File: src/design/serial_loader_pkg.sv
// serial loader shared types and constants

package serial_loader_pkg;

    // data widths
    typedef logic [7:0]  byte_t;       // serial and memory byte
    typedef logic [15:0] addr_t;       // host frame address
    typedef logic [11:0] mem_index_t;  // low 12 bits of the address

    // bit timing, short period for simulation
    localparam int CLKS_PER_BIT = 16;
    localparam int BIT_CNT_W    = $clog2(CLKS_PER_BIT);

    // command bytes from the host
    localparam byte_t CMD_WRITE = 8'h57;  // 'W'
    localparam byte_t CMD_READ  = 8'h52;  // 'R'

    // response bytes to the host
    localparam byte_t RSP_ACK       = 8'h4B;  // 'K'
    localparam byte_t RSP_UNKNOWN   = 8'h3F;  // '?'
    localparam byte_t RSP_FRAME_ERR = 8'h21;  // '!'

endpackage
File: src/design/uart_rx.sv
// uart receiver, mid-bit sampling
`timescale 1ns/1ps

module uart_rx import serial_loader_pkg::*; (
    input  logic  clk,
    input  logic  rst_n,
    input  logic  rx,
    output byte_t rx_data,
    output logic  rx_stb,
    output logic  rx_err
);

    typedef enum logic [1:0] {
        RX_IDLE,
        RX_START,
        RX_DATA,
        RX_STOP
    } rx_state_t;

    rx_state_t            state;
    logic                 rx_meta;
    logic                 rx_sync;
    logic                 rx_last;    // previous synced level, for edge detect
    logic [BIT_CNT_W-1:0] cnt;
    logic [2:0]           bit_idx;

    always_ff @(posedge clk) begin
        if (!rst_n) begin
            rx_meta <= 1'b1;
            rx_sync <= 1'b1;
            rx_last <= 1'b1;
            state   <= RX_IDLE;
            cnt     <= '0;
            bit_idx <= '0;
            rx_stb  <= 1'b0;
            rx_err  <= 1'b0;
        end else begin
            rx_meta <= rx;
            rx_sync <= rx_meta;
            rx_last <= rx_sync;
            rx_stb  <= 1'b0;
            rx_err  <= 1'b0;
            case (state)
                RX_IDLE: begin
                    if (rx_last && !rx_sync) begin  // falling edge of start bit
                        state <= RX_START;
                        cnt   <= '0;
                    end
                end
                RX_START: begin
                    if (cnt == BIT_CNT_W'(CLKS_PER_BIT / 2 - 1)) begin
                        cnt     <= '0;
                        bit_idx <= '0;
                        state   <= rx_sync ? RX_IDLE : RX_DATA;  // glitch rejection
                    end else begin
                        cnt <= cnt + 1'b1;
                    end
                end
                RX_DATA: begin
                    if (cnt == BIT_CNT_W'(CLKS_PER_BIT - 1)) begin
                        cnt     <= '0;
                        rx_data <= {rx_sync, rx_data[7:1]};  // lsb first
                        bit_idx <= bit_idx + 1'b1;
                        if (bit_idx == 3'd7) begin
                            state <= RX_STOP;
                        end
                    end else begin
                        cnt <= cnt + 1'b1;
                    end
                end
                RX_STOP: begin
                    if (cnt == BIT_CNT_W'(CLKS_PER_BIT - 1)) begin
                        cnt    <= '0;
                        rx_stb <= rx_sync;
                        rx_err <= !rx_sync;  // stop bit sampled low
                        state  <= RX_IDLE;
                    end else begin
                        cnt <= cnt + 1'b1;
                    end
                end
                default: state <= RX_IDLE;
            endcase
        end
    end

endmodule

File: config.mk
export PLATFORM = sky130hd
export DESIGN_NAME = uart_rx
export DESIGN_NICKNAME = d
export VERILOG_FILES = /design/src/design/serial_loader_pkg.sv /design/src/design/uart_rx.sv
export SDC_FILE = /design/constraint.sdc
export NUM_CORES = 1
export LEC_CHECK = 0
export ABC_AREA = 1
export BUFFER_PORTS_ARGS = -buffer_cell sky130_fd_sc_hd__clkbuf_2
export CORE_UTILIZATION = 30
export CTS_CLUSTER_DIAMETER = 40
export DETAILED_ROUTE_END_ITERATION = 10
export PLACE_DENSITY = 0.5
export SYNTH_ARGS = -nofsm -noshare
export SYNTH_HDL_FRONTEND = slang
export SYNTH_SLANG_ARGS = --single-unit
export TNS_END_PERCENT = 5
File: constraint.sdc
create_clock -name clk -period 1.3 [get_ports clk]
set_input_delay 0.26 -clock clk [delete_from_list [all_inputs] [get_ports clk]]
set_output_delay 0.26 -clock clk [all_outputs]
set_load 0.05 [all_outputs]
==> metrics.cfg <==
[timing]
max_freq_mhz=801.4
setup_viol=0
setup_ws_ps=52.19
rsz0062_at_grt=yes
fin_tns_setup_ps=0
fin_crit_ps=1248
fin_crit_sh=0.9599
tightest_slew_ps=285.4
worst_clock_skew_ps=6.237
max_slew_margin=0.8106
hold_viol=0
final-max-slew-violation-count=0
whs_ps=142.4

[clocking]
clk_path_buf_depth=2
cts_buffers=3
cts.htree.levels=1
cts_tree=done
cts_sinks=22
clk_pin_slew_ps=110
insertion_delay_ps=300
cts-root-buf=clkbuf_4

[min_path]
hold_start=rx
hold_end=rx_meta
holdCritPathClass=input pin to register
hold_depth=2

[critical_path]
reg2reg_to=rx_data[1]
regToRegStartpoint=cnt[1]
ff2ff_path_depth=7
worstSetupPathType=register to register
cpMostUsedCell=nand2_4
startpoint_type=register
arrival_ps=1280
crit_path_top_delay_cell=dfxtp_2
crit_family=flip-flops
crit_path_max_incr_delay_ps=370
crit_buf_inv=2
required_ps=1330
critPathMaxFanout=5
end_kind=register
crit_path_cell_trace=ha_4, nand2_4, nor2_4, nand2_2, inv_2, nand2_4, inv_4
regToRegSetupSlack_ps=50

[power]
peakVddDrop_uv=742.2
switching_power_w=0.0002718
power_frac_comb=0.098
seqPwrFrac=0.637
powerDensity_nw_per_um2=1035
swShare=0.2333
clockPowerShare=0.264
p_total_w=0.001165
power.leakage_nw=0.5024
p_int_w=0.0008930

[synth]
ys_seq_area_frac=0.5818
yosysMostFrequentCell=nand2_1
yosys.area_share.simple=0.2126
yosysWarnings=0
postSynthAreaPerCell_sq_um=9.417
synth_compound_area_frac=0.1063
synthFlopType=dfxtp_1
synthMuxAreaShare=0
synthTopCellsByCount=nand2_1, dfxtp_1, edfxtp_1
synth-edff-count=8
synth_fa_ha_area_frac=0.04196
synth_top_family_by_area=simple AND/OR/NAND/NOR gates
synth_xor_area_frac=0
synth_seq_cells=22
yosysTopAreaCellShare=0.3133
async_reset_ff_frac=0
syn_inst=95
syn_area_sq_um=894.6
synthDistinctLibCells=21
synth_area_leader_cell=dfxtp_1
synth_area_leaders=dfxtp_1, edfxtp_1, nand2_1
synthesis.nets=101

[grt]
grt_max_degree=13
antenna_found_initial=0
grt_pass1_wl_um=2704
grt_pass1_vias=631
track_usage=0.1107
grt_overflow=0

[place]
portBuffers=12
place_hpwl_um=1227
routabilityCongestion=0.7453
dp_worst_setup_slack_ps=-33.15

[drt]
drt_iter0_drc=10
wl_per_cell_um=10.97
firstDrtPassIters=3
num_vias=700
via_per_inst=4.698
wl_um=1635
ant_nets=0
drc=0

[die]
die-width_um=56.61
start_util=0.3216
dieArea_sq_um=3204
io_pins=13
die_height_um=56.61
core_area_sq_um=2781
rows=19

[cells_and_area]
diodes=0
finalCoreUtilization=0.4044
nFillCells=273
fin_nets=125
area_delta_synth_final_pct=25.73
drive_above_1_share=0.4068
register_area_sq_um=525.5
multi_input_area_sq_um=365.4

[run]
cap_violations=0

[outcome]
status=completed

[power groups by stage]
stage	Combinational (W)	Sequential, W	Clock [W]
finish	0.000114	0.000742	0.000308
global route	0.000128	0.000746	0.000358
CTS	0.000111	0.000743	0.000324
detailed placement	0.000108	0.000755	0
global placement	0.000110	0.000754	0
floorplan	0.0000706	0.000755	0
[layout by cell type, fill, tap and decap left out, types with 4 or more instances in the layout]
| cell type | instances |
|---|---|
| a21oi_1 | 6 |
| buf_4 | 7 |
| clkbuf_2 | 11 |
| dfxtp_1 | 10 |
| dfxtp_2 | 4 |
| edfxtp_1 | 8 |
| inv_1 | 7 |
| inv_2 | 4 |
| nand2_1 | 18 |
| nand3_1 | 5 |
| nor2_1 | 4 |
| o21ai_1 | 4 |
[worst max-delay path by stage]
stage	from	to	slack, ps	cells after the start
2_1_floorplan	cnt[1]	rx_data[0]	2	7
3_3_place_gp	cnt[1]	rx_data[3]	-4	7
3_5_place_dp	cnt[1]	rx_data[3]	-30	7
4_1_cts	cnt[0]	rx_data[2]	20	7
5_1_grt	cnt[1]	rx_data[0]	-6	7
6_report	cnt[1]	rx_data[1]	50	7
[metrics by stage]
stage	instances	cell area, sq um
after floorplan	95	907.1
after global routing	149	1125
after global placement	143	1046
final	149	1125
after detailed placement	143	1046
after CTS	147	1084
[worst reg2reg max path, cell delays in order, from the launching register on]
cell and delay (ps):
dfxtp_2 370, ha_4 180, nand2_4 60, nor2_4 90
nand2_2 60, inv_2 70, nand2_4 70, inv_4 80
[final cells by class]
| cell class | count | area share |
|---|---|---|
| Sequential cell | 22 | 0.4672 |
| Tap cell | 31 | 0.03448 |
| Timing Repair inverter | 1 | 0.005562 |
| Inverter | 12 | 0.04449 |
| Clock buffer | 4 | 0.02336 |
| Timing Repair Buffer | 19 | 0.1001 |
| Multi-Input combinational cell | 60 | 0.3248 |
[cell families after synthesis]
group,count (synthesis)
adders and majority gates,3
buffers and inverters,13
AOI/OAI and AO/OA,16
and+or+nand+nor,41
DFF,22
[per-layer routing]
layer  routed length [um]  vias to the layer above  global-route usage
li1                     -                      359                   -
met1                  785                      329              0.1410
met2                  778                        7              0.1697
met3                   49                        5             0.04147
met4                   21                        0             0.04181
met5                    0                        -                   0
[state kept, by name (all words and copies together) (netlist names), named ones only]
name / flops
rx_meta: 1
rx_data: 8
rx_stb: 1
rx_err: 1
cnt: 4
rx_sync: 1
state: 1
bit_idx: 3
rx_last: 1
[what timing repair did]
action	in CTS	in global routing
gates resized for setup	2	10
pin swaps	1	5
cloned	0	1
hold buffers	0	0
setup endpoints to repair	8	12
setup buffers	0	1
Power figures use the tool's default switching activity.
