## src/design/serial_loader_pkg.sv

```systemverilog
// serial loader shared types and constants

package serial_loader_pkg;

    // data widths
    typedef logic [7:0]  byte_t;       // serial and memory byte
    typedef logic [15:0] addr_t;       // host frame address
    typedef logic [11:0] mem_index_t;  // low 12 bits of the address

    // bit timing, short period for simulation
    localparam int CLKS_PER_BIT = 16;
    localparam int BIT_CNT_W    = $clog2(CLKS_PER_BIT);

    // command bytes from the host
    localparam byte_t CMD_WRITE = 8'h57;  // 'W'
    localparam byte_t CMD_READ  = 8'h52;  // 'R'

    // response bytes to the host
    localparam byte_t RSP_ACK       = 8'h4B;  // 'K'
    localparam byte_t RSP_UNKNOWN   = 8'h3F;  // '?'
    localparam byte_t RSP_FRAME_ERR = 8'h21;  // '!'

endpackage
```

## src/design/uart_tx.sv

```systemverilog
// uart transmitter
`timescale 1ns/1ps

module uart_tx import serial_loader_pkg::*; (
    input  logic  clk,
    input  logic  rst_n,
    input  byte_t tx_data,
    input  logic  tx_start,
    output logic  tx,
    output logic  tx_busy
);

    logic [9:0]           shreg;    // stop, data, start
    logic [BIT_CNT_W-1:0] cnt;
    logic [3:0]           bit_idx;

    // all ones when idle, so the line rests high
    assign tx = shreg[0];

    always_ff @(posedge clk) begin
        if (!rst_n) begin
            shreg   <= '1;
            tx_busy <= 1'b0;
            cnt     <= '0;
            bit_idx <= '0;
        end else if (tx_start && !tx_busy) begin
            shreg   <= {1'b1, tx_data, 1'b0};
            tx_busy <= 1'b1;
            cnt     <= '0;
            bit_idx <= '0;
        end else if (tx_busy) begin
            if (cnt == BIT_CNT_W'(CLKS_PER_BIT - 1)) begin
                cnt   <= '0;
                shreg <= {1'b1, shreg[9:1]};  // fill with idle level
                if (bit_idx == 4'd9) begin
                    tx_busy <= 1'b0;          // end of stop bit
                end else begin
                    bit_idx <= bit_idx + 1'b1;
                end
            end else begin
                cnt <= cnt + 1'b1;
            end
        end
    end

endmodule

```

## config.mk

```make
export PLATFORM = sky130hd
export DESIGN_NAME = uart_tx
export DESIGN_NICKNAME = d
export VERILOG_FILES = /design/src/design/serial_loader_pkg.sv /design/src/design/uart_tx.sv
export SDC_FILE = /design/constraint.sdc
export NUM_CORES = 1
export LEC_CHECK = 0
export ABC_AREA = 1
export ABC_CLOCK_PERIOD_IN_PS = 1680
export BUFFER_PORTS_ARGS = -buffer_cell sky130_fd_sc_hd__buf_4
export CORE_UTILIZATION = 35
export DETAILED_ROUTE_END_ITERATION = 10
export PLACE_DENSITY_LB_ADDON = 0.08
export SKIP_CTS_REPAIR_TIMING = 1
export SLEW_MARGIN = 20
export SYNTH_ARGS = -nofsm -noshare
export SYNTH_HDL_FRONTEND = slang
export SYNTH_SLANG_ARGS = --single-unit
export TNS_END_PERCENT = 1
```

## constraint.sdc

```tcl
create_clock -name clk -period 1.68 [get_ports clk]
set_clock_uncertainty 0.15 [all_clocks]
set_input_delay 0.336 -clock clk [delete_from_list [all_inputs] [get_ports clk]]
set_output_delay 0.336 -clock clk [all_outputs]
set_load 0.005 [all_outputs]
```

==> impl_metrics.env, run 1 <==
export IMPL_status="finished clean"
export IMPL_clk_pin_slew_ps=100
export IMPL_synth_simple_gate_area_frac=0.3515
export IMPL_grt_usage=0.1352
export IMPL_total_power_w=0.0007707
export IMPL_synthXorXnorAreaFrac=0.01029
export IMPL_fin_util=0.4406
export IMPL_layout_drive_gt1_share=0.1832
export IMPL_clk_latency_ps=280
export IMPL_criticalPathCategory="reg -> reg"
export IMPL_drt_wl_total_um=1584
export IMPL_ant_nets=0
export IMPL_dr_pass1_iters=4
export IMPL_p_sw_frac=0.2509
export IMPL_synth_ff_type="dfxtp_1"
export IMPL_dpl_hpwl_um=1178
export IMPL_yosysTopAreaCell="dfxtp_1"
export IMPL_ys_ff_latch=18
export IMPL_netlist_area_leader_share=0.4235
export IMPL_initial_core_util=0.3774
export IMPL_cp_max_fo=10
export IMPL_tightest_slew_ps=290.2
export IMPL_wl_per_cell_um=9.962
export IMPL_dpl_cell_count=156
export IMPL_grt_pass1_wl_um=2622
export IMPL_hold_path_class="in -> reg"
export IMPL_synth_top_family_by_area="simple AND/OR/NAND/NOR gates"
export IMPL_cp_required_ps=1710
export IMPL_end_kind="flip-flop"
export IMPL_h_tree_depth=1
export IMPL_routed_via_density=4.711
export IMPL_p_int_w=0.0005774
export IMPL_synth_compound_area_frac=0.1176
export IMPL_grt_antenna_before_repair=0
export IMPL_rsz0062_at_grt="false"
export IMPL_yosys_top_cells_area="dfxtp_1, nand2_1, a21oi_1"
export IMPL_synth_edf_count=0
export IMPL_core_area_um2=2255
export IMPL_post_synth_top_count_cell="nand2_1"
export IMPL_power_density_nw_per_um2=775.8
export IMPL_yosysUniqueCellTypes=20
export IMPL_post_route_period_util=0.9176
export IMPL_fp_dieW_um=51.31
export IMPL_numCtsBuffers=3
export IMPL_grt_pass1_vias=615
export IMPL_start_kind="flip-flop"
export IMPL_synth_seq_area_share=0.4235
export IMPL_pwr_share_clk=0.267
export IMPL_antenna_cells=0
export IMPL_die_y_um=51.31
export IMPL_design_portCount=13
export IMPL_setup_viol=0
export IMPL_dieArea_um2=2632
export IMPL_avgSynthCellArea_um2=7.272
export IMPL_clock_path_buffers=2
export IMPL_vias=749
export IMPL_power_leakage_nw=0.4468
export IMPL_rows=17
export IMPL_gp_congestion=0.7688
export IMPL_drc_errors=0
export IMPL_critPathArrivalTime_ps=1570
export IMPL_peakVddDrop_uv=412.9
export IMPL_ys_warn_count=0
export IMPL_max_freq_mhz=648.7
export IMPL_synthToLayoutAreaGrowth_pct=16.76
export IMPL_setup_tns_ps=0
export IMPL_cts_sinks=18
export IMPL_finalMaxSlewViolations=0
export IMPL_synth_common_cells="nand2_1, dfxtp_1, a21oi_1"
export IMPL_syn_num_nets=131
export IMPL_portBuffers=12
export IMPL_drtIter0Drc=13
export IMPL_synthesis_instances=117
export IMPL_synth_async_reset_ratio=0
export IMPL_seqPwrFrac=0.601
export IMPL_maxSlewHeadroom=0.8060
export IMPL_synthAdderAreaFrac=0.04412
export IMPL_max_cap_violations=0
export IMPL_finalWorstPathRequiredPeriod_ps=1542
export IMPL_comb_power_share=0.132
export IMPL_grt_max_degree=11
export IMPL_cts_tree="yes"
export IMPL_synth_area_mux_share=0
export IMPL_final_nets=147
export IMPL_cts_root_buffer="clkbuf_4"
export IMPL_layoutNonFillerInstCount=159
export IMPL_grt_overflow=0
export IMPL_syn_area_um2=850.8
export IMPL_p_switching_w=0.0001933
export IMPL_finalHoldViolations=0
metrics by stage:
step                      hold WS (ps)  setup slack (ps)  cell area [um2]
final                            165.3             138.4            993.5
after global routing             171.0             20.54            993.5
after CTS                        151.3             126.5            993.5
after detailed placement         292.1             161.6            970.9
after global placement           290.1             138.0            970.9
after floorplan                  276.1             357.7            850.8
sequential cells by signal (all words and copies together) (netlist names):
name,cells
tx_busy,1
shreg,9
bit_idx,4
cnt,4
final cells by class:
cell class	instances	area, um2
clock buffers	3	22.52
fillers	239	1261
inverters	10	40.04
multi-input cells	88	445.4
flip-flops and latches	18	360.3
well taps	28	35.03
repair buffers	12	90.09
kinds of logic after synthesis:
group,count (synthesis)
fa+ha+maj,3
xor+xnor,1
flops,18
compound gates,20
buf+inv,11
simple gates,64
layer usage:
layer,global-route usage,vias up,part of all wire
met4,0.06757,0,0.0088
met5,0,-,0
met1,0.1960,327,0.54
met2,0.1864,9,0.42
li1,-,411,-
met3,0.02679,2,0.031
worst max-delay path, cell delays in order (launching register included):
cell     delay, ps
dfxtp_1        390
ha_1           250
nand3_2        130
nor2_4         270
nor2_4         110
nand2_1         80
nand2_1         50
worst paths after layout:
kind               from  endpoint  slack [ps]  depth (start not counted)
min          tx_data[3]  shreg[4]         170                          5
min reg2reg    shreg[0]  shreg[0]         310                          2
max reg2reg      cnt[1]  shreg[6]         140                          6
max              cnt[1]  shreg[6]         140                          6
layout by cell type (no fill, tap or decap), drive strengths merged:
cell type	count
nor3	2
dfxtp	18
nor2	8
clkbuf	3
nand3	4
inv	10
nand2	46
ha	3
nand3b	1
o21ai	3
a21oi	17
xor2	1
nand4	3
buf	12
power groups by stage:
| stage | registers (W) | logic (W) | clock network, W |
|---|---|---|---|
| floorplan | 0.000470 | 0.0000657 | 0 |
| global route | 0.000466 | 0.000116 | 0.000240 |
| detailed placement | 0.000473 | 0.000102 | 0 |
| finish | 0.000464 | 0.000102 | 0.000206 |
| global placement | 0.000473 | 0.000101 | 0 |
| CTS | 0.000463 | 0.000103 | 0.000220 |
(Power assumes the default switching activity.)
==> run 2, diff against run 1 <==
--- a/config.mk
+++ b/config.mk
@@ -8,8 +8,10 @@
 export ABC_AREA = 1
 export ABC_CLOCK_PERIOD_IN_PS = 1680
 export BUFFER_PORTS_ARGS = -buffer_cell sky130_fd_sc_hd__buf_4
-export CORE_UTILIZATION = 35
+export CORE_MARGIN = 1.5
+export CORE_UTILIZATION = 53
 export DETAILED_ROUTE_END_ITERATION = 10
+export GPL_ROUTABILITY_DRIVEN = 0
 export PLACE_DENSITY_LB_ADDON = 0.08
 export SKIP_CTS_REPAIR_TIMING = 1
 export SLEW_MARGIN = 20
==> impl_metrics.env, run 2 (synthesis results as in run 1) <==
export IMPL_routed_wl_met2_um=738
export IMPL_cts_tree="yes"
export IMPL_rsz0062_at_grt="false"
export IMPL_p_switching_w=0.0002043
export IMPL_comb_power_share=0.121
export IMPL_design_portCount=13
export IMPL_grt_overflow=0
export IMPL_initial_core_util=0.5648
export IMPL_portBuffers=12
export IMPL_critPathBufInv=0
export IMPL_core_area_um2=1506
export IMPL_drtIter0Drc=8
export IMPL_wl_per_cell_um=10.47
export IMPL_dr_pass1_iters=4
export IMPL_cp_max_fo=10
export IMPL_ant_nets=0
export IMPL_layoutNonFillerInstCount=148
export IMPL_finalWorstPathRequiredPeriod_ps=1525
export IMPL_status="finished clean"
export IMPL_dpl_cell_count=144
export IMPL_rows=14
export IMPL_wl_met1_um=743
export IMPL_h_tree_depth=1
export IMPL_largest_registers="shreg: 9 flops, bit_idx: 4 flops, cnt: 4 flops"
export IMPL_start_kind="flip-flop"
export IMPL_drt_wl_total_um=1550
export IMPL_regMostFlops="shreg"
export IMPL_total_power_w=0.0008304
export IMPL_p_int_w=0.0006261
export IMPL_clk_pin_slew_ps=110
export IMPL_cp_cell_sequence="ha_1, nand3_2, nor2_4, nor2_4, nand2_1, nand2_1"
export IMPL_crit_slowest_cell="dfxtp_1"
export IMPL_critPathArrivalTime_ps=1560
export IMPL_fp_dieW_um=43.07
export IMPL_routed_via_density=5.034
export IMPL_finalMaxSlewViolations=0
export IMPL_stdcell_area_um2=992.2
export IMPL_setup_viol=0
export IMPL_fin_util=0.6586
export IMPL_layout_drive_gt1_share=0.1894
export IMPL_final_common_cell="nand2_1"
export IMPL_cpPeakStageDelay_ps=400
export IMPL_grt_pass1_wl_um=2628
export IMPL_clk_latency_ps=290
export IMPL_max_cap_violations=0
export IMPL_peakVddDrop_uv=600.3
export IMPL_most_common_layout_cells="nand2_1, dfxtp_1, a21oi_1"
export IMPL_setup_tns_ps=0
export IMPL_cp_required_ps=1710
export IMPL_vias=745
export IMPL_antenna_cells=0
export IMPL_criticalPathCategory="reg -> reg"
export IMPL_p_sw_frac=0.2460
export IMPL_grt_pass1_vias=666
export IMPL_route_met3_wl_um=44
export IMPL_finalHoldViolations=0
export IMPL_dpl_hpwl_um=1151
export IMPL_tightest_slew_ps=277.5
export IMPL_dpl_cell_area_um2=955.9
export IMPL_drc_errors=0
export IMPL_max_freq_mhz=655.6
export IMPL_top_layer="met4"
export IMPL_hold_path_class="in -> reg"
export IMPL_grt_antenna_before_repair=0
export IMPL_clock_path_buffers=2
export IMPL_end_kind="flip-flop"
export IMPL_largest_reg_flops=9
export IMPL_dieArea_um2=1855
export IMPL_die_y_um=43.07
export IMPL_synthToLayoutAreaGrowth_pct=16.62
export IMPL_post_route_period_util=0.9079
export IMPL_cpLargestDelayFamily="simple AND/OR/NAND/NOR gates"
export IMPL_maxSlewHeadroom=0.8146
export IMPL_cts_sinks=18
export IMPL_power_density_nw_per_um2=836.9
export IMPL_final_nets=147
export IMPL_numCtsBuffers=3
export IMPL_cts_root_buffer="clkbuf_4"
export IMPL_pwr_share_clk=0.321
export IMPL_grt_usage=0.1896
export IMPL_seqPwrFrac=0.558
export IMPL_grt_max_degree=11
export IMPL_power_leakage_nw=0.4540
run 2: changes by cell type in the layout (fill, tap and decap cells not counted):
cell | previous run | this run
clkbuf_8 | 0 | 1
run 2: tightest hold or removal path: stages:
cell and delay, ps:
buf_4 80, nor2_1 30, o21ai_1 110
run 2: cell type report:
type	count	area (um2)
inverter	10	40.04
tap	16	20.02
clock buffer	4	36.28
sequential	18	360.3
fill	144	514.2
timing repair buffer	12	90.09
multi-input combinational	88	445.4
run 2: metal layers:
| metal | up-vias | track usage |
|---|---|---|
| met4 | 0 | 0.1212 |
| met5 | - | 0 |
| li1 | 410 | - |
| met2 | 12 | 0.3061 |
| met1 | 321 | 0.2243 |
| met3 | 2 | 0.04255 |
run 2: metrics by stage:
step	hold slack [ps]	setup slack, ps
2_1_floorplan	276.1	357.7
3_3_place_gp	288.7	177.7
3_5_place_dp	295.8	166.1
4_1_cts	142.2	147.2
5_1_grt	147.4	12.25
6_report	142.7	154.6
run 2: worst paths after layout:
path | start | end | slack [ps] | cells past startpoint
worst max register to register | cnt[1] | shreg[3] | 150 | 6
worst min register to register | shreg[2] | shreg[2] | 310 | 2
worst min-delay path | tx_data[7] | shreg[8] | 140 | 3
worst max-delay path | cnt[1] | shreg[3] | 150 | 6
run 2: power groups by stage:
| stage | logic, W | registers, W | clock network, W |
|---|---|---|---|
| 6_report | 0.000101 | 0.000463 | 0.000267 |
| 4_1_cts | 0.000101 | 0.000463 | 0.000271 |
| 3_3_place_gp | 0.0000989 | 0.000473 | 0 |
| 3_5_place_dp | 0.000101 | 0.000473 | 0 |
| 2_1_floorplan | 0.0000657 | 0.000470 | 0 |
| 5_1_grt | 0.000114 | 0.000466 | 0.000289 |
==> run 3, diff against run 2 <==
--- a/config.mk
+++ b/config.mk
@@ -12,7 +12,7 @@
 export CORE_UTILIZATION = 53
 export DETAILED_ROUTE_END_ITERATION = 10
 export GPL_ROUTABILITY_DRIVEN = 0
-export PLACE_DENSITY_LB_ADDON = 0.08
+export PLACE_DENSITY = 0.76
 export SKIP_CTS_REPAIR_TIMING = 1
 export SLEW_MARGIN = 20
 export SYNTH_ARGS = -nofsm -noshare
==> impl_metrics.env, run 3 (synthesis results as in run 1) <==
export IMPL_die_y_um=43.07
export IMPL_most_common_layout_cells="nand2_1, dfxtp_1, a21oi_1"
export IMPL_final_common_cell="nand2_1"
export IMPL_power_density_nw_per_um2=843.6
export IMPL_dpl_hpwl_um=1157
export IMPL_rows=14
export IMPL_regMostFlops="shreg"
export IMPL_grt_usage=0.1907
export IMPL_wl_per_cell_um=10.06
export IMPL_critPathArrivalTime_ps=1560
export IMPL_grt_antenna_before_repair=0
export IMPL_vias=767
export IMPL_tightest_slew_ps=274.8
export IMPL_portBuffers=12
export IMPL_clk_latency_ps=300
export IMPL_max_cap_violations=0
export IMPL_use_met2=0.3091
export IMPL_fin_util=0.6586
export IMPL_rsz0062_at_grt="false"
export IMPL_grt_use_met1=0.2487
export IMPL_initial_core_util=0.5648
export IMPL_numCtsBuffers=3
export IMPL_drtIter0Drc=9
export IMPL_status="finished clean"
export IMPL_final_nets=147
export IMPL_finalWorstPathRequiredPeriod_ps=1510
export IMPL_nFillCells=142
export IMPL_cp_max_fo=10
export IMPL_ant_nets=0
export IMPL_post_route_period_util=0.8985
export IMPL_drt_wl_total_um=1489
export IMPL_h_tree_depth=1
export IMPL_dr_pass1_iters=4
export IMPL_top_usage_layer="met2"
export IMPL_cp_required_ps=1730
export IMPL_grt_max_degree=11
export IMPL_setup_tns_ps=0
export IMPL_hold_path_class="in -> reg"
export IMPL_max_freq_mhz=662.5
export IMPL_core_area_um2=1506
export IMPL_grt_pass1_wl_um=2691
export IMPL_start_kind="flip-flop"
export IMPL_clk_pin_slew_ps=110
export IMPL_dieArea_um2=1855
export IMPL_largest_reg_flops=9
export IMPL_setup_viol=0
export IMPL_clock_path_buffers=2
export IMPL_criticalPathCategory="reg -> reg"
export IMPL_grt_pass1_vias=666
export IMPL_largest_registers="shreg: 9 flops, bit_idx: 4 flops, cnt: 4 flops"
export IMPL_design_portCount=13
export IMPL_finalMaxSlewViolations=0
export IMPL_layout_drive_gt1_share=0.1894
export IMPL_end_kind="flip-flop"
export IMPL_finalHoldViolations=0
export IMPL_synthToLayoutAreaGrowth_pct=16.62
export IMPL_peakVddDrop_uv=547.3
export IMPL_routed_via_density=5.182
export IMPL_drc_errors=0
export IMPL_fp_dieW_um=43.07
export IMPL_antenna_cells=0
export IMPL_power_leakage_nw=0.4540
export IMPL_grt_overflow=0
export IMPL_use_met3=0.02553
export IMPL_cts_sinks=18
export IMPL_cts_tree="yes"
export IMPL_maxSlewHeadroom=0.8164
export IMPL_cts_root_buffer="clkbuf_4"
-- run 3: cell counts in the layout (fill, tap and decap cells not counted) --
Identical to the previous run, type by type.
-- run 3: layout make-up --
class	count	area [um2]	share of cell area
clock buffer	4	36.28	0.03657
inverter	10	40.04	0.04035
multi-input combinational	88	445.4	0.4489
sequential	18	360.3	0.3632
tap	16	20.02	0.02018
timing repair buffer	12	90.09	0.09079
-- run 3: layer usage --
metal,vias up,part of all wire
met5,-,0
met4,0,0.018
met3,3,0.029
met2,12,0.48
met1,344,0.48
li1,408,-
-- run 3: final timing paths --
| path | from | end | slack, ps | cells after the start |
|---|---|---|---|---|
| min reg2reg | shreg[3] | shreg[3] | 310 | 2 |
| max | cnt[1] | shreg[1] | 170 | 6 |
| max reg2reg | cnt[1] | shreg[1] | 170 | 6 |
| min | tx_data[7] | shreg[8] | 130 | 3 |
-- run 3: critical path, stage by stage, from the launching register on --
cell and delay, ps:
dfxtp_1 400, ha_1 240, nand3_2 140, nor2_4 260, nor2_4 100, nand2_1 80
nand2_1 50
-- run 3: where the power goes --
part	internal [W]	total (W)	switching, W
sequential	0.000449	0.000464	0.0000149
clock	0.000132	0.000273	0.000141
combinational	0.0000455	0.0000999	0.0000543
total	0.000627	0.000837	0.000210
-- run 3: per-stage QoR --
stage	area [um2]	power, W	worst slack, ps	hold WS (ps)	cells
final	992.2	0.0008370	170.5	132.1	148
after global routing	992.2	0.0008719	38.90	164.0	148
after CTS	992.2	0.0008425	159.8	130.6	148
after detailed placement	955.9	0.0005749	179.0	294.0	144
after global placement	955.9	0.0005713	179.7	287.1	144
after floorplan	850.8	0.0005362	357.7	276.1	117
